$ cat src/hdl/uart_cmd_pkg.sv
// =========================================================================
// UART command endpoint definitions
// Frame markers, command and reply codes, and the frame descriptor
// =========================================================================
`default_nettype none

package uart_cmd_pkg;

    // Start of frame pair
    localparam logic [7:0] SOF1_BYTE = 8'hAA;
    localparam logic [7:0] SOF2_BYTE = 8'h55;

    // =====================================================================
    // Command codes
    // =====================================================================
    localparam logic [7:0] CMD_SUM   = 8'h01;
    localparam logic [7:0] CMD_XOR   = 8'h02;
    localparam logic [7:0] CMD_COUNT = 8'h03;

    // =====================================================================
    // Reply codes
    // =====================================================================
    localparam logic [7:0] REPLY_UNKNOWN   = 8'hEE;
    // Bad checksum or length above the payload memory
    localparam logic [7:0] REPLY_FRAME_ERR = 8'hFF;

    // Header fields of one frame, parser to executor
    typedef struct packed {
        logic [7:0]  cmd;
        logic [15:0] len;
    } frame_info_t;

endpackage

`default_nettype wire

$ cat src/hdl/uart_rx.sv
// =========================================================================
// UART receiver, 8N1
// Oversampled receive path with a two-flop synchronizer, mid-bit sampling
// and one strobe per byte that ends in a valid stop bit
// =========================================================================
`timescale 1ns/10ps
`default_nettype none

module uart_rx #(
    parameter int CLKS_PER_BIT = 8
) (
    input  wire        clk,
    input  wire        rst_n,
    input  wire        rx,
    output logic [7:0] rx_data,
    output logic       rx_valid
);

    localparam int CW = $clog2(CLKS_PER_BIT + 1);

    typedef enum logic [1:0] {R_IDLE, R_START, R_DATA, R_STOP} state_t;

    state_t        state;
    logic          rx_meta;
    logic          rx_sync;
    logic [CW-1:0] clk_cnt;
    logic [2:0]    bit_idx;
    logic [7:0]    shift;
    logic          bit_tick;

    assign bit_tick = (clk_cnt == CW'(CLKS_PER_BIT - 1));

    // Line idles high
    always_ff @(posedge clk or negedge rst_n) begin
        if (!rst_n) begin
            rx_meta <= 1'b1;
            rx_sync <= 1'b1;
        end else begin
            rx_meta <= rx;
            rx_sync <= rx_meta;
        end
    end

    always_ff @(posedge clk or negedge rst_n) begin
        if (!rst_n) begin
            state    <= R_IDLE;
            clk_cnt  <= '0;
            bit_idx  <= '0;
            rx_valid <= 1'b0;
        end else begin
            rx_valid <= 1'b0;
            case (state)
                R_IDLE: begin
                    if (!rx_sync) begin
                        state   <= R_START;
                        clk_cnt <= '0;
                    end
                end
                R_START: begin
                    // Recheck at mid start bit, a glitch goes back to idle
                    if (clk_cnt == CW'(CLKS_PER_BIT / 2 - 1)) begin
                        clk_cnt <= '0;
                        bit_idx <= '0;
                        state   <= rx_sync ? R_IDLE : R_DATA;
                    end else begin
                        clk_cnt <= clk_cnt + 1'b1;
                    end
                end
                R_DATA: begin
                    if (bit_tick) begin
                        clk_cnt <= '0;
                        if (bit_idx == 3'd7) begin
                            state <= R_STOP;
                        end else begin
                            bit_idx <= bit_idx + 1'b1;
                        end
                    end else begin
                        clk_cnt <= clk_cnt + 1'b1;
                    end
                end
                default: begin
                    // Low stop bit means framing failure, no strobe
                    if (bit_tick) begin
                        clk_cnt  <= '0;
                        rx_valid <= rx_sync;
                        state    <= R_IDLE;
                    end else begin
                        clk_cnt <= clk_cnt + 1'b1;
                    end
                end
            endcase
        end
    end

    // LSB first
    always_ff @(posedge clk) begin
        if (state == R_DATA && bit_tick) begin
            shift <= {rx_sync, shift[7:1]};
        end
        if (state == R_STOP && bit_tick) begin
            rx_data <= shift;
        end
    end

endmodule

`default_nettype wire

$ cat src/hdl/frame_parser.sv
// =========================================================================
// Frame parser
// Finds the SOF pair, takes command, length, payload and checksum, stores
// the payload and flags the end of each frame as done or error
// =========================================================================
`timescale 1ns/10ps
`default_nettype none

module frame_parser #(
    parameter int MAX_PAYLOAD_LEN = 16
) (
    input  wire                                clk,
    input  wire                                rst_n,
    input  wire  [7:0]                         rx_data,
    input  wire                                rx_valid,
    input  wire  [$clog2(MAX_PAYLOAD_LEN)-1:0] payload_addr,
    output logic [7:0]                         payload_data,
    output uart_cmd_pkg::frame_info_t          frame_info,
    output logic                               parse_done,
    output logic                               parse_error
);

    import uart_cmd_pkg::*;

    localparam int AW = $clog2(MAX_PAYLOAD_LEN);

    typedef enum logic [2:0] {
        S_IDLE,
        S_SOF2,
        S_CMD,
        S_LEN_H,
        S_LEN_L,
        S_PAYLOAD,
        S_CHECKSUM
    } state_t;

    state_t        state;
    logic [7:0]    checksum;
    logic [AW-1:0] wr_addr;
    logic [15:0]   len_next;
    logic [7:0]    mem [MAX_PAYLOAD_LEN];

    // Full length as soon as the low byte arrives
    assign len_next = {frame_info.len[15:8], rx_data};

    // =====================================================================
    // Frame state machine, one step per received byte
    // =====================================================================
    always_ff @(posedge clk or negedge rst_n) begin
        if (!rst_n) begin
            state       <= S_IDLE;
            checksum    <= '0;
            wr_addr     <= '0;
            frame_info  <= '0;
            parse_done  <= 1'b0;
            parse_error <= 1'b0;
        end else begin
            parse_done  <= 1'b0;
            parse_error <= 1'b0;
            if (rx_valid) begin
                case (state)
                    S_IDLE: begin
                        if (rx_data == SOF1_BYTE) begin
                            state <= S_SOF2;
                        end
                    end
                    S_SOF2: begin
                        checksum <= '0;
                        state    <= (rx_data == SOF2_BYTE) ? S_CMD : S_IDLE;
                    end
                    S_CMD: begin
                        frame_info.cmd <= rx_data;
                        checksum       <= checksum + rx_data;
                        state          <= S_LEN_H;
                    end
                    S_LEN_H: begin
                        frame_info.len[15:8] <= rx_data;
                        checksum             <= checksum + rx_data;
                        state                <= S_LEN_L;
                    end
                    S_LEN_L: begin
                        frame_info.len[7:0] <= rx_data;
                        checksum            <= checksum + rx_data;
                        wr_addr             <= '0;
                        if (len_next > 16'(MAX_PAYLOAD_LEN)) begin
                            // Would overrun the memory, reject now
                            parse_error <= 1'b1;
                            state       <= S_IDLE;
                        end else if (len_next == 16'd0) begin
                            state <= S_CHECKSUM;
                        end else begin
                            state <= S_PAYLOAD;
                        end
                    end
                    S_PAYLOAD: begin
                        checksum <= checksum + rx_data;
                        if (wr_addr == AW'(frame_info.len - 16'd1)) begin
                            state <= S_CHECKSUM;
                        end else begin
                            wr_addr <= wr_addr + 1'b1;
                        end
                    end
                    S_CHECKSUM: begin
                        parse_done  <= (rx_data == checksum);
                        parse_error <= (rx_data != checksum);
                        state       <= S_IDLE;
                    end
                    default: begin
                        state <= S_IDLE;
                    end
                endcase
            end
        end
    end

    // =====================================================================
    // Payload memory with registered read port
    // =====================================================================
    always_ff @(posedge clk) begin
        if (rx_valid && state == S_PAYLOAD) begin
            mem[wr_addr] <= rx_data;
        end
        payload_data <= mem[payload_addr];
    end

endmodule

`default_nettype wire

$ cat src/hdl/cmd_executor.sv
// =========================================================================
// Command executor
// Walks the stored payload after a good frame and builds the one-byte
// reply, then hands it to the transmitter once the line is free
// =========================================================================
`timescale 1ns/10ps
`default_nettype none

module cmd_executor #(
    parameter int MAX_PAYLOAD_LEN = 16
) (
    input  wire                                clk,
    input  wire                                rst_n,
    input  wire uart_cmd_pkg::frame_info_t     frame_info,
    input  wire                                parse_done,
    input  wire                                parse_error,
    input  wire  [7:0]                         payload_data,
    input  wire                                tx_busy,
    output logic [$clog2(MAX_PAYLOAD_LEN)-1:0] payload_addr,
    output logic [7:0]                         tx_data,
    output logic                               tx_start
);

    import uart_cmd_pkg::*;

    localparam int AW = $clog2(MAX_PAYLOAD_LEN);

    typedef enum logic [1:0] {E_IDLE, E_WALK, E_HOLD} state_t;

    state_t        state;
    frame_info_t   info;
    logic [AW-1:0] last_addr;
    logic          addr_vld;
    logic          data_vld;
    logic          data_last;
    logic [7:0]    acc;
    logic [7:0]    next_acc;
    logic          start_walk;
    logic          reply_ready;
    logic [7:0]    reply_val;

    assign last_addr = AW'(info.len - 16'd1);
    assign next_acc  = (info.cmd == CMD_XOR) ? (acc ^ payload_data) : (acc + payload_data);

    // Reply decision, either immediate or at the end of the walk
    always_comb begin
        start_walk  = 1'b0;
        reply_ready = 1'b0;
        reply_val   = REPLY_UNKNOWN;
        if (state == E_IDLE && parse_error) begin
            reply_ready = 1'b1;
            reply_val   = REPLY_FRAME_ERR;
        end else if (state == E_IDLE && parse_done) begin
            reply_ready = 1'b1;
            case (frame_info.cmd)
                CMD_SUM, CMD_XOR: begin
                    // Empty payload folds to zero
                    reply_val = 8'h00;
                    if (frame_info.len != 16'd0) begin
                        reply_ready = 1'b0;
                        start_walk  = 1'b1;
                    end
                end
                CMD_COUNT: reply_val = frame_info.len[7:0];
                default:   reply_val = REPLY_UNKNOWN;
            endcase
        end else if (state == E_WALK && data_last) begin
            reply_ready = 1'b1;
            reply_val   = next_acc;
        end
    end

    // =====================================================================
    // Address walk and reply handoff
    // =====================================================================
    always_ff @(posedge clk or negedge rst_n) begin
        if (!rst_n) begin
            state        <= E_IDLE;
            payload_addr <= '0;
            addr_vld     <= 1'b0;
            data_vld     <= 1'b0;
            data_last    <= 1'b0;
            tx_start     <= 1'b0;
        end else begin
            tx_start <= 1'b0;
            // Read data trails the address by one cycle
            data_vld  <= addr_vld;
            data_last <= addr_vld && (payload_addr == last_addr);
            if (addr_vld) begin
                if (payload_addr == last_addr) begin
                    addr_vld <= 1'b0;
                end else begin
                    payload_addr <= payload_addr + 1'b1;
                end
            end
            if (start_walk) begin
                state        <= E_WALK;
                payload_addr <= '0;
                addr_vld     <= 1'b1;
            end else if (reply_ready || state == E_HOLD) begin
                if (!tx_busy) begin
                    tx_start <= 1'b1;
                    state    <= E_IDLE;
                end else begin
                    state <= E_HOLD;
                end
            end
        end
    end

    always_ff @(posedge clk) begin
        if (state == E_IDLE && parse_done) begin
            info <= frame_info;
        end
        if (start_walk) begin
            acc <= 8'h00;
        end else if (data_vld) begin
            acc <= next_acc;
        end
        if (reply_ready) begin
            tx_data <= reply_val;
        end
    end

endmodule

`default_nettype wire

$ cat src/hdl/uart_tx.sv
// =========================================================================
// UART transmitter, 8N1
// Sends start bit, eight data bits LSB first and stop bit, busy meanwhile
// =========================================================================
`timescale 1ns/10ps
`default_nettype none

module uart_tx #(
    parameter int CLKS_PER_BIT = 8
) (
    input  wire        clk,
    input  wire        rst_n,
    input  wire  [7:0] tx_data,
    input  wire        tx_start,
    output logic       tx,
    output logic       tx_busy
);

    localparam int CW = $clog2(CLKS_PER_BIT + 1);

    // Stop, data, start; bit 0 is on the line
    logic [9:0]    shift;
    logic [CW-1:0] clk_cnt;
    logic [3:0]    bit_cnt;

    assign tx = shift[0];

    always_ff @(posedge clk or negedge rst_n) begin
        if (!rst_n) begin
            shift   <= '1;
            clk_cnt <= '0;
            bit_cnt <= '0;
            tx_busy <= 1'b0;
        end else if (!tx_busy) begin
            if (tx_start) begin
                shift   <= {1'b1, tx_data, 1'b0};
                clk_cnt <= '0;
                bit_cnt <= '0;
                tx_busy <= 1'b1;
            end
        end else if (clk_cnt == CW'(CLKS_PER_BIT - 1)) begin
            clk_cnt <= '0;
            // Ones fill in behind so the line idles high
            shift   <= {1'b1, shift[9:1]};
            if (bit_cnt == 4'd9) begin
                tx_busy <= 1'b0;
            end else begin
                bit_cnt <= bit_cnt + 1'b1;
            end
        end else begin
            clk_cnt <= clk_cnt + 1'b1;
        end
    end

endmodule

`default_nettype wire

$ cat src/hdl/uart_cmd_top.sv
// =========================================================================
// UART command endpoint
// Receiver, frame parser, command executor and transmitter in one path
// =========================================================================
`timescale 1ns/10ps
`default_nettype none

module uart_cmd_top #(
    parameter int CLKS_PER_BIT    = 8,
    parameter int MAX_PAYLOAD_LEN = 16
) (
    input  wire  clk,
    input  wire  rst_n,
    input  wire  rx,
    output logic tx
);

    import uart_cmd_pkg::*;

    logic [7:0]                         rx_data;
    logic                               rx_valid;
    frame_info_t                        frame_info;
    logic                               parse_done;
    logic                               parse_error;
    logic [$clog2(MAX_PAYLOAD_LEN)-1:0] payload_addr;
    logic [7:0]                         payload_data;
    logic [7:0]                         tx_data;
    logic                               tx_start;
    logic                               tx_busy;

    uart_rx #(
        .CLKS_PER_BIT(CLKS_PER_BIT)
    ) u_uart_rx (
        .clk      (clk),
        .rst_n    (rst_n),
        .rx       (rx),
        .rx_data  (rx_data),
        .rx_valid (rx_valid)
    );

    frame_parser #(
        .MAX_PAYLOAD_LEN(MAX_PAYLOAD_LEN)
    ) u_frame_parser (
        .clk          (clk),
        .rst_n        (rst_n),
        .rx_data      (rx_data),
        .rx_valid     (rx_valid),
        .payload_addr (payload_addr),
        .payload_data (payload_data),
        .frame_info   (frame_info),
        .parse_done   (parse_done),
        .parse_error  (parse_error)
    );

    cmd_executor #(
        .MAX_PAYLOAD_LEN(MAX_PAYLOAD_LEN)
    ) u_cmd_executor (
        .clk          (clk),
        .rst_n        (rst_n),
        .frame_info   (frame_info),
        .parse_done   (parse_done),
        .parse_error  (parse_error),
        .payload_data (payload_data),
        .tx_busy      (tx_busy),
        .payload_addr (payload_addr),
        .tx_data      (tx_data),
        .tx_start     (tx_start)
    );

    uart_tx #(
        .CLKS_PER_BIT(CLKS_PER_BIT)
    ) u_uart_tx (
        .clk      (clk),
        .rst_n    (rst_n),
        .tx_data  (tx_data),
        .tx_start (tx_start),
        .tx       (tx),
        .tx_busy  (tx_busy)
    );

endmodule

`default_nettype wire

$ cat config.mk
export PLATFORM = sky130hd
export DESIGN_NAME = uart_cmd_top
export DESIGN_NICKNAME = d
export VERILOG_FILES = /design/src/hdl/uart_cmd_pkg.sv /design/src/hdl/uart_rx.sv /design/src/hdl/frame_parser.sv /design/src/hdl/cmd_executor.sv /design/src/hdl/uart_tx.sv /design/src/hdl/uart_cmd_top.sv
export SDC_FILE = /design/constraint.sdc
export NUM_CORES = 1
export LEC_CHECK = 0
export BUFFER_PORTS_ARGS = -buffer_cell sky130_fd_sc_hd__buf_2
export CAP_MARGIN = 15
export CORE_MARGIN = 2
export CORE_UTILIZATION = 27
export CTS_CLUSTER_SIZE = 12
export DETAILED_ROUTE_END_ITERATION = 12
export SLEW_MARGIN = 5
export SYNTH_ARGS = -nofsm -noshare
export SYNTH_HDL_FRONTEND = slang
export SYNTH_SLANG_ARGS = --single-unit
$ cat constraint.sdc
create_clock -name clk -period 2.6 [get_ports clk]
set_clock_uncertainty 0.15 [all_clocks]
set_input_delay 0.26 -clock clk [delete_from_list [all_inputs] [get_ports clk]]
set_output_delay 0.26 -clock clk [all_outputs]
set_load 0.02 [all_outputs]
==> summary.txt, run 1 <==
I/O Buffers: 3
site row count: 74
status: finished, final reports clean
CORE AREA: 40800 µm²
fillers: 3962
Num Clock Sinks: 261
# IOs: 4
maximum clock path buffer count: 3
setup TNS: 0 ns
Tcrit/Tclk final: 86.6%
Final Total Pwr: 8.75 mW
critical path fanouts, max: 2
setup violators final: 0
largest net degree at the start of global routing: 42
Async SR Flop Fraction: 31.0%
All-Layer GR Usage: 10.3%
Worst path slowest cell: fa_1
metal2 WL: 10.7 mm
Fmax achieved: 0.444 GHz
first-pass GRT wire length: 35.8 mm
Nets: 845
grt total ovfl: 0
Ys Warns: 0
ANT cells: 0
P&R area growth vs syn: 16.0%
# Post-CTS Setup Buffers: 0
CP Capture Type: register
Hold Path Class: in -> async
Die H: 207 µm
Clock Latency Late Sink: 0.54 ns
Slew HR: 57.5%
Finished Core Util: 31.7%
die area: 43000 µm²
#FFs+latches synth: 261
cts-stage hold buffer count: 2
Yosys top cell by area: edfxtp_1
final WL: 22.1 mm
Cells after Synth: 769
wl on met1: 10.3 mm
fin crit period: 2.25 ns
CP delay by family, top: compound AO/OA/AOI/OAI gates
synth top area cells: edfxtp_1, dfrtp_1, mux4_2
CTS tree: built
CP Launch Point: u_cmd_executor.acc[0]$_SDFFE_PP0P_
path length in cells of the critical path: 10
vias per cell: 4.61
vias in the first global route: 6350
RSZ-0062 raised after global routing: false
ANT nets after route: 0
Syn Area/Cell: 14.5 µm²
clock root cell: clkbuf_16
library cells used by synthesis: 61
met3 WL post-DR: 657 µm
TritonRoute pass-1 iters: 5
crit path kind: reg -> reg
Resize count post-CTS: 0
Slew @ Worst Pin: 0.633 ns
Arr. time, crit path: 2.37 ns
worst reg2reg path depth: 10
CP Data Required Time: 2.72 ns
worst slack at placement: 0.349 ns
multi-input combinational cell area: 3620 µm²
WP buf/inv: 1
Seq/Total Area, Yosys: 65.3%
global placement routability congestion: 0.774
drc violations: 0
Die X: 207 µm
layout cells sized above 1: 20.1%
Highest Signal Layer: met4
hpwl dp: 14.2 mm
Max VDD drop: 0.488 mV
total CTS buffers: 28
CP Launch Type: register
post-DR wirelength/cell: 16.2 µm
htree depth: 1
post-synth top area share: 44.1%
Net Count, Synth: 802
Leak: 4.67 nW
FF-to-FF Start: u_cmd_executor.acc[0]$_SDFFE_PP0P_
Register Area: 7290 µm²
CP peak stage delay: 0.40 ns
Power Density: 676 nW/µm²
maxcap violations: 0
CP Cell Sequence: ha_1 > inv_1 > fa_1 > nor2b_1 > o21a_1 > o21ai_0 > a21oi_1 > xnor2_1 > a21o_1 > o211ai_1
initial core utilization: 27.3%
Most used DFF post-synth: edfxtp_1
Final Slew Violations: 0
1st-iter DRT viols: 406
antenna violations before repair: 0
Final Hold Vio Count: 0
Reg clk slew, reported paths: 0.06 ns
vias post-DR: 6302
Post-synth EDFFs: 164
Netlist Area Pre-Place: 11200 µm²
final setup margin: 0.349 ns
[area by class of cell]
class	instances	area share [%]
flip-flops and latches	261	56.3
multi-input cells	450	28.0
clock buffers	47	6.75
well taps	532	5.14
repair buffers	46	2.86
inverters	25	0.725
clock inverters	5	0.222
[registers in the layout, indices dropped and copies added (netlist names), 2 cells and up]
signal,flops
u_frame_parser.mem,128
u_frame_parser.frame_info,24
u_cmd_executor.info,12
u_uart_tx.shift,9
u_cmd_executor.acc,8
u_cmd_executor.tx_data,8
u_frame_parser.checksum,8
u_frame_parser.payload_data,8
u_uart_rx.rx_data,8
u_uart_rx.shift,8
u_cmd_executor.payload_addr,4
u_frame_parser.wr_addr,4
u_uart_rx.clk_cnt,4
u_uart_tx.bit_cnt,4
u_uart_tx.clk_cnt,4
u_frame_parser.state,3
u_uart_rx.bit_idx,3
u_cmd_executor.state,2
u_uart_rx.state,2
[Yosys cell counts, drive strengths merged, types with 3 or more instances]
| cell | number |
|---|---|
| o21ai | 41 |
| dfxtp | 16 |
| mux2i | 10 |
| clkbuf | 19 |
| nand4 | 7 |
| xnor2 | 22 |
| o21bai | 3 |
| or3 | 5 |
| a211oi | 7 |
| inv | 24 |
| dfstp | 11 |
| ha | 28 |
| nor2b | 7 |
| mux4 | 40 |
| nor4 | 11 |
| xor2 | 11 |
| a22o | 9 |
| a21oi | 22 |
| o211ai | 8 |
| mux2 | 24 |
| and2 | 6 |
| nand2 | 65 |
| buf | 14 |
| nand2b | 6 |
| nand3b | 3 |
| nor3 | 15 |
| edfxtp | 164 |
| nand3 | 14 |
| nor2 | 53 |
| and3 | 3 |
| dfrtp | 70 |
[worst paths after layout]
check	to	slack (ns)
max in group asynchronous	u_uart_tx.shift[3]$_DFFE_PN1P_	1.46
setup reg to reg	u_cmd_executor.tx_data[6]$_SDFFCE_PP1P_	0.35
hold reg to reg	u_uart_rx.rx_sync$_DFF_PN1_	0.21
min in group clk	u_uart_rx.rx_sync$_DFF_PN1_	0.21
setup / recovery	u_cmd_executor.tx_data[6]$_SDFFCE_PP1P_	0.35
hold / removal	u_uart_rx.bit_idx[0]$_DFFE_PN0P_	0.11
[cells by family (layout without fill, tap and decap cells)]
kind of cell	after synthesis	after routing	synth area share [%]
AO/OA/AOI/OAI	110	110	6.30
flip-flops	261	261	65.3
multiplexers	74	74	11.4
AND/OR/NAND/NOR	203	203	8.66
buffers and inverters	58	123	2.24
XOR/XNOR	33	33	2.59
adder cells (fa/ha/maj)	30	30	3.50
[report_power, final]
part / internal (mW) / total [mW] / switching, mW
registers: 4.48 / 4.57 / 0.0882
clock network: 2.28 / 3.83 / 1.55
logic: 0.134 / 0.347 / 0.214
total: 6.89 / 8.75 / 1.86
[cell usage in the layout, fill, tap and decap left out, drive strengths merged, types with 8 or more instances in the layout]
master,count
dfrtp,70
nor4,11
clkbuf,47
ha,28
nand3,14
mux2i,10
nor3,15
dfstp,11
mux2,24
edfxtp,164
a21oi,22
dfxtp,16
o211ai,8
buf,44
nor2,53
o21ai,41
inv,26
xor2,11
xnor2,22
a22o,9
mux4,40
nand2,65
[routing by layer]
| layer | global-route usage [%] | vias to the layer above |
|---|---|---|
| met4 | 2.68 | 0 |
| li1 | - | 2968 |
| met1 | 14.0 | 3200 |
| met5 | 0 | - |
| met3 | 1.47 | 37 |
| met2 | 17.3 | 97 |
[through the flow]
stage,std cells,cell area [µm²],hold WS (ns)
6_report,1366,12900,0.114
5_1_grt,1366,12900,0.156
4_1_cts,1366,12900,0.134
3_5_place_dp,1312,12000,0.162
3_3_place_gp,1312,12000,0.155
2_1_floorplan,769,11200,-0.186
Power figures use the tool's default switching activity.
==> run 2, diff against run 1 <==
- RECOVER_POWER: not set -> 100
==> run 2 against run 1 <==
Effect of this change: via count unchanged; flip-flop and latch count unchanged; cell count stayed put; clock-buffer cell count unchanged; critical path type unchanged; fmax fell by 4.3%; die area is the same; highest routed layer unchanged; first-iteration DRC count is 0.74% higher; largest cell class unchanged; design area shrank 0.97%.
==> summary.txt, run 2 (same netlist as run 1, synthesis figures left out) <==
CP Capture Type: register
Die X: 207 µm (unchanged)
biggest regs: u_frame_parser.mem: 128 flops, u_frame_parser.frame_info: 24 flops, u_cmd_executor.info: 12 flops
Clock Latency Late Sink: 0.53 ns (about the same)
Reg clk slew, reported paths: 0.06 ns (about the same)
Worst path slowest cell: clkbuf_1
Register Area: 7290 µm² (unchanged)
layout cells sized above 1: 16.5% (-3.6 points)
CP peak stage delay: 0.89 ns (+0.49 ns)
final instance area: 12800 µm² (-0.97%)
Fmax achieved: 0.425 GHz (-4.3%)
CORE AREA: 40800 µm² (unchanged)
largest net degree at the start of global routing: 42 (unchanged)
status: finished, final reports clean
1st-iter DRT viols: 409 (+0.74%)
CP Launch Type: register
CP delay by family, top: buffers and inverters
crit path kind: reg -> reg
grt total ovfl: 0 (unchanged)
site row count: 74 (unchanged)
most frequent cells in the layout: edfxtp_1, dfrtp_1, nand2_1, nor2_1, o21ai_0
total CTS buffers: 28 (unchanged)
multi-input combinational cell area: 3610 µm² (-0.14%)
TritonRoute pass-1 iters: 4 (-1)
Largest Register: u_frame_parser.mem
setup violators final: 0 (unchanged)
setup slack, reg-to-reg: 0.25 ns (-0.10 ns)
Die H: 207 µm (unchanged)
Leak: 4.54 nW (-2.8%)
Final Hold Vio Count: 0 (unchanged)
Final Slew Violations: 0 (unchanged)
CP Data Required Time: 2.84 ns (+0.12 ns)
vias per cell: 4.61 (unchanged)
DP Area: 12000 µm² (unchanged)
CTS tree: built
antenna violations before repair: 0 (unchanged)
Max VDD drop: 0.487 mV (-0.36%)
WP buf/inv: 1 (unchanged)
vias post-DR: 6302 (unchanged)
ANT cells: 0 (unchanged)
startpoint of the worst hold path: u_uart_rx.rx_meta$_DFF_PN1_
commonest non-fill, non-tap cell in the layout: edfxtp_1
initial core utilization: 27.3% (unchanged)
fillers: 3980 (+0.45%)
Slew HR: 11.3% (-46 points)
fin crit period: 2.35 ns (+0.102 ns)
P&R area growth vs syn: 14.9%
maxcap violations: 0 (unchanged)
Num Clock Sinks: 261 (unchanged)
htree depth: 1 (unchanged)
All-Layer GR Usage: 10.3% (unchanged)
die area: 43000 µm² (unchanged)
maximum clock path buffer count: 3 (unchanged)
Slew @ Worst Pin: 1.33 ns (+0.698 ns)
FF-to-FF Start: u_uart_rx.rx_data[6]$_DFFE_PP_
Tcrit/Tclk final: 90.5% (+3.9 points)
setup TNS: 0 ns (unchanged)
Power Density: 682 nW/µm² (+0.83%)
I/O Buffers: 3 (unchanged)
Nets: 845 (unchanged)
CP Cell Sequence: clkbuf_1 > nor3_1 > nand3_1 > a21oi_1 > nor2_1 > o21ai_0 > nand2_1 > nand2_1
final WL: 22.1 mm (about the same)
vias in the first global route: 6350 (unchanged)
clock root cell: clkbuf_16
post-DR wirelength/cell: 16.2 µm (about the same)
hpwl dp: 14.2 mm (unchanged)
drc violations: 0 (unchanged)
Most Frequent Cell on Critical Path: nand2_1
Arr. time, crit path: 2.59 ns (+0.22 ns)
global placement routability congestion: 0.774 (unchanged)
Hold Path Class: reg -> reg
first-pass GRT wire length: 35.8 mm (unchanged)
critical path fanouts, max: 22 (+20)
# IOs: 4 (unchanged)
RSZ-0062 raised after global routing: false
Largest register FFs: 128 (unchanged)
CP Launch Point: u_uart_rx.rx_data[6]$_DFFE_PP_
ANT nets after route: 0 (unchanged)
run 2: changes by cell type in the layout (fill, tap and decap cells not counted), sizes merged:
cell / previous run / this run
clkbuf: 47 / 78
buf: 44 / 13
run 2: worst paths after layout:
path | end | cells past startpoint
worst max-delay path | u_frame_parser.state[2]$_DFFE_PN0P_ | 8
worst min-delay path | u_uart_rx.rx_sync$_DFF_PN1_ | 0
worst max register to register | u_frame_parser.state[2]$_DFFE_PN0P_ | 8
worst min register to register | u_uart_rx.rx_sync$_DFF_PN1_ | 0
max in group asynchronous | u_uart_tx.shift[3]$_DFFE_PN1P_ | 3
min in group asynchronous | u_uart_rx.bit_idx[0]$_DFFE_PN0P_ | 2
run 2: what timing repair did:
item | 4_1_cts | 5_1_grt
setup buffers | 0 | 0
hold buffers | 2 | 0
gates resized for setup | 0 | 0
endpoints found under the hold margin | 41 | 0
run 2: where the power goes:
| part | total [mW] | internal [mW] | switching [mW] |
|---|---|---|---|
| combinational | 0.341 | 0.127 | 0.213 |
| clock | 3.82 | 2.28 | 1.55 |
| sequential | 4.57 | 4.48 | 0.0881 |
run 2: layout make-up:
type,instances,share of cell area (%)
Clock buffer,47,6.82
Timing Repair Buffer,46,1.95
Multi-Input combinational cell,450,28.2
Sequential cell,261,56.9
Inverter,25,0.732
Tap cell,532,5.19
Clock inverter,5,0.225
run 2: metal layers:
layer	share of wire (%)	up-vias	global-route usage (%)
met5	0	-	0
met4	2.3	0	2.68
met3	3.4	35	1.47
met2	48	106	17.3
met1	46	3191	14.0
li1	-	2970	-
run 2: through the flow:
step | hold slack, ns | power [mW] | std cells | setup slack [ns] | utilization [%]
floorplan | -0.186 | 4.88 | 769 | 0.318 | -
global placement | 0.155 | 4.99 | 1312 | 0.407 | 29.4
detailed placement | 0.162 | 5.00 | 1312 | 0.349 | 29.4
CTS | 0.134 | 8.85 | 1366 | 0.343 | 31.7
global route | 0.214 | 9.07 | 1366 | 0.0949 | 31.4
finish | 0.210 | 8.73 | 1366 | 0.247 | 31.4
==> run 3, diff against run 2 <==
--- a/config.mk
+++ b/config.mk
@@ -12,5 +12,4 @@
 export CTS_CLUSTER_SIZE = 12
 export DETAILED_ROUTE_END_ITERATION = 12
-export RECOVER_POWER = 100
 export SLEW_MARGIN = 5
 export SYNTH_ARGS = -nofsm -noshare
==> constraint.sdc (replaced) <==
create_clock -name clk -period 2.6 [get_ports clk]
set_clock_uncertainty 0.15 [all_clocks]
set_input_delay 0 -clock clk [delete_from_list [all_inputs] [get_ports clk]]
set_output_delay 0 -clock clk [all_outputs]
set_load 0.02 [all_outputs]
==> run 3 against run 2 <==
Effect of this change: routed wire length is 0.10% lower; clock power hardly changed; clock-buffer cell count is 3 lower; first-iteration DRC count is 9.0% lower; fmax is 4.1% higher; non-clock buffer count is 2 higher; power is 0.43% higher; global-route usage is 0.18 points higher; register-to-register slack better by 0.09 ns; largest power group unchanged.
==> summary.txt, run 3 (same netlist as run 1, synthesis figures left out) <==
status: finished, final reports clean
Tcrit/Tclk final: 87.0% (-3.5 points)
final hold slack: 0.206 ns (-0.00460 ns)
switching power of the nets: 1.83 mW (-1.2%)
post-DR wirelength/cell: 16.1 µm (-0.25%)
CP Launch Point: u_frame_parser.payload_data[1]$_DFF_P_
RSZ-0062 raised after global routing: false
layout cells sized above 1: 19.7% (+3.2 points)
Logic pwr share: 3.9% (about the same)
CP Data Required Time: 2.70 ns (-0.14 ns)
Num Clock Sinks: 261 (unchanged)
Nets: 847 (+0.24%)
Fmax achieved: 0.442 GHz (+4.1%)
Final Hold Vio Count: 0 (unchanged)
FF-to-FF Start: u_frame_parser.payload_data[1]$_DFF_P_
P&R area growth vs syn: 16.1%
setup TNS: 0 ns (unchanged)
Slew HR: 56.8% (+46 points)
Power Density: 677 nW/µm² (-0.68%)
CORE AREA: 40800 µm² (unchanged)
vias per cell: 4.55 (-1.4%)
# IOs: 4 (unchanged)
CP Launch Type: register
Clk pwr share: 43.9% (about the same)
critical path fanouts, max: 3 (-86%)
maxcap violations: 0 (unchanged)
multi-input combinational cell area: 3620 µm² (+0.14%)
setup violators final: 0 (unchanged)
Reg clk slew, reported paths: 0.06 ns (about the same)
site row count: 74 (unchanged)
total CTS buffers: 28 (unchanged)
most frequent cells in the layout: edfxtp_1, dfrtp_1, nand2_1, nor2_1
fillers: 3957 (-0.58%)
CP Cell Sequence: ha_1 > a21oi_1 > o211ai_2 > o211ai_1 > a21oi_1 > xnor2_1 > xor2_1 > a32oi_1
Slew @ Worst Pin: 0.644 ns (-0.688 ns)
die area: 43000 µm² (unchanged)
maximum clock path buffer count: 3 (unchanged)
vias in the first global route: 6349 (-0.016%)
ANT nets after route: 0 (unchanged)
Register Area: 7290 µm² (unchanged)
CP Capture Type: register
Die H: 207 µm (unchanged)
final WL: 22.1 mm (-0.10%)
Most Frequent Cell on Critical Path: a21oi_1
CTS tree: built
Worst path slowest cell: dfxtp_1
worst reg2reg path depth: 8 (unchanged)
vias post-DR: 6226 (-1.2%)
Clock Latency Late Sink: 0.53 ns (about the same)
biggest regs: u_frame_parser.mem: 128 flops, u_frame_parser.frame_info: 24 flops, u_cmd_executor.info: 12 flops
htree depth: 1 (unchanged)
1st-iter DRT viols: 372 (-9.0%)
Final Slew Violations: 0 (unchanged)
clock root cell: clkbuf_16
initial core utilization: 27.3% (unchanged)
ANT cells: 0 (unchanged)
cts-stage hold buffer count: 4 (+2)
Hold Path Class: reg -> reg
Net Sw Frac: 20.8% (-0.34 points)
Die X: 207 µm (unchanged)
Resize count post-CTS: 0 (unchanged)
commonest non-fill, non-tap cell in the layout: edfxtp_1
I/O Buffers: 3 (unchanged)
hpwl dp: 14.3 mm (+0.31%)
Max VDD drop: 0.453 mV (-6.8%)
R2R Path End: u_cmd_executor.tx_data[7]$_SDFFCE_PP1P_
largest net degree at the start of global routing: 82 (+95%)
Flop pwr share: 52.1% (-0.2 points)
Largest register FFs: 128 (unchanged)
Power Internal: 6.94 mW (+0.86%)
fin crit period: 2.26 ns (-0.0916 ns)
first-pass GRT wire length: 36.3 mm (+1.2%)
crit path to: u_cmd_executor.tx_data[7]$_SDFFCE_PP1P_
CP peak stage delay: 0.32 ns (-0.57 ns)
Largest Register: u_frame_parser.mem
crit path kind: reg -> reg
Arr. time, crit path: 2.36 ns (-0.23 ns)
# Post-CTS Setup Buffers: 0 (unchanged)
antenna violations before repair: 0 (unchanged)
grt total ovfl: 0 (unchanged)
global placement routability congestion: 0.782 (+1.0%)
drc violations: 0 (unchanged)
TritonRoute pass-1 iters: 4 (unchanged)
setup slack, reg-to-reg: 0.34 ns (+0.09 ns)
Leak: 4.67 nW (+2.9%)
All-Layer GR Usage: 10.5% (+0.18 points)
==> run 3: power groups by stage <==
| stage | Clock [mW] | Combinational (mW) | Sequential (mW) |
|---|---|---|---|
| after floorplan | 0 | 0.256 | 4.62 |
| after detailed placement | 0 | 0.351 | 4.65 |
| after global placement | 0 | 0.342 | 4.65 |
| after global routing | 4.13 | 0.406 | 4.58 |
| final | 3.85 | 0.346 | 4.57 |
| after CTS | 3.96 | 0.352 | 4.57 |
==> run 3: layout make-up <==
class / count / share of cell area [%]
inverter: 25 / 0.724
clock buffer: 44 / 6.27
timing repair buffer: 48 / 3.01
tap: 532 / 5.14
sequential: 261 / 56.2
clock inverter: 8 / 0.676
multi-input combinational: 450 / 27.9
==> run 3: worst min-delay path by stage <==
stage / start / end / cells after the start
finish: u_uart_rx.rx_meta$_DFF_PN1_ / u_uart_rx.rx_sync$_DFF_PN1_ / 0
global placement: rst_n / u_uart_rx.bit_idx[2]$_DFFE_PN0P_ / 2
global route: u_uart_rx.rx_meta$_DFF_PN1_ / u_uart_rx.rx_sync$_DFF_PN1_ / 0
floorplan: rst_n / u_cmd_executor.addr_vld$_DFF_PN0_ / 0
detailed placement: rst_n / u_uart_rx.bit_idx[1]$_DFFE_PN0P_ / 2
CTS: u_uart_rx.rx_meta$_DFF_PN1_ / u_uart_rx.rx_sync$_DFF_PN1_ / 0
==> run 3: stage by stage <==
step                cell area, µm²  worst slack [ns]  total power, mW  cells  util, %
global route                 13000            0.0966             9.12   1368     31.7
detailed placement           12000             0.374             5.00   1312     29.4
floorplan                    11200             0.318             4.88    769        -
CTS                          13000             0.349             8.88   1368     31.7
global placement             12000             0.409             4.99   1312     29.4
finish                       13000             0.339             8.77   1368     31.7
==> run 3: critical path: cells and delay by family, from the launching register on <==
| kind | cells | cell delay [ns] |
|---|---|---|
| AO/OA/AOI/OAI | 5 | 0.77 |
| adder cells (fa/ha/maj) | 1 | 0.30 |
| XOR/XNOR | 2 | 0.45 |
| flip-flops | 1 | 0.32 |
==> run 3: metal layers <==
metal | track usage (%) | part of all wire, % | vias to the layer above
met5 | 0 | 0 | -
met4 | 2.19 | 1.6 | 0
met3 | 1.66 | 3.4 | 24
met2 | 17.5 | 49 | 82
met1 | 14.5 | 46 | 3143
li1 | - | - | 2977
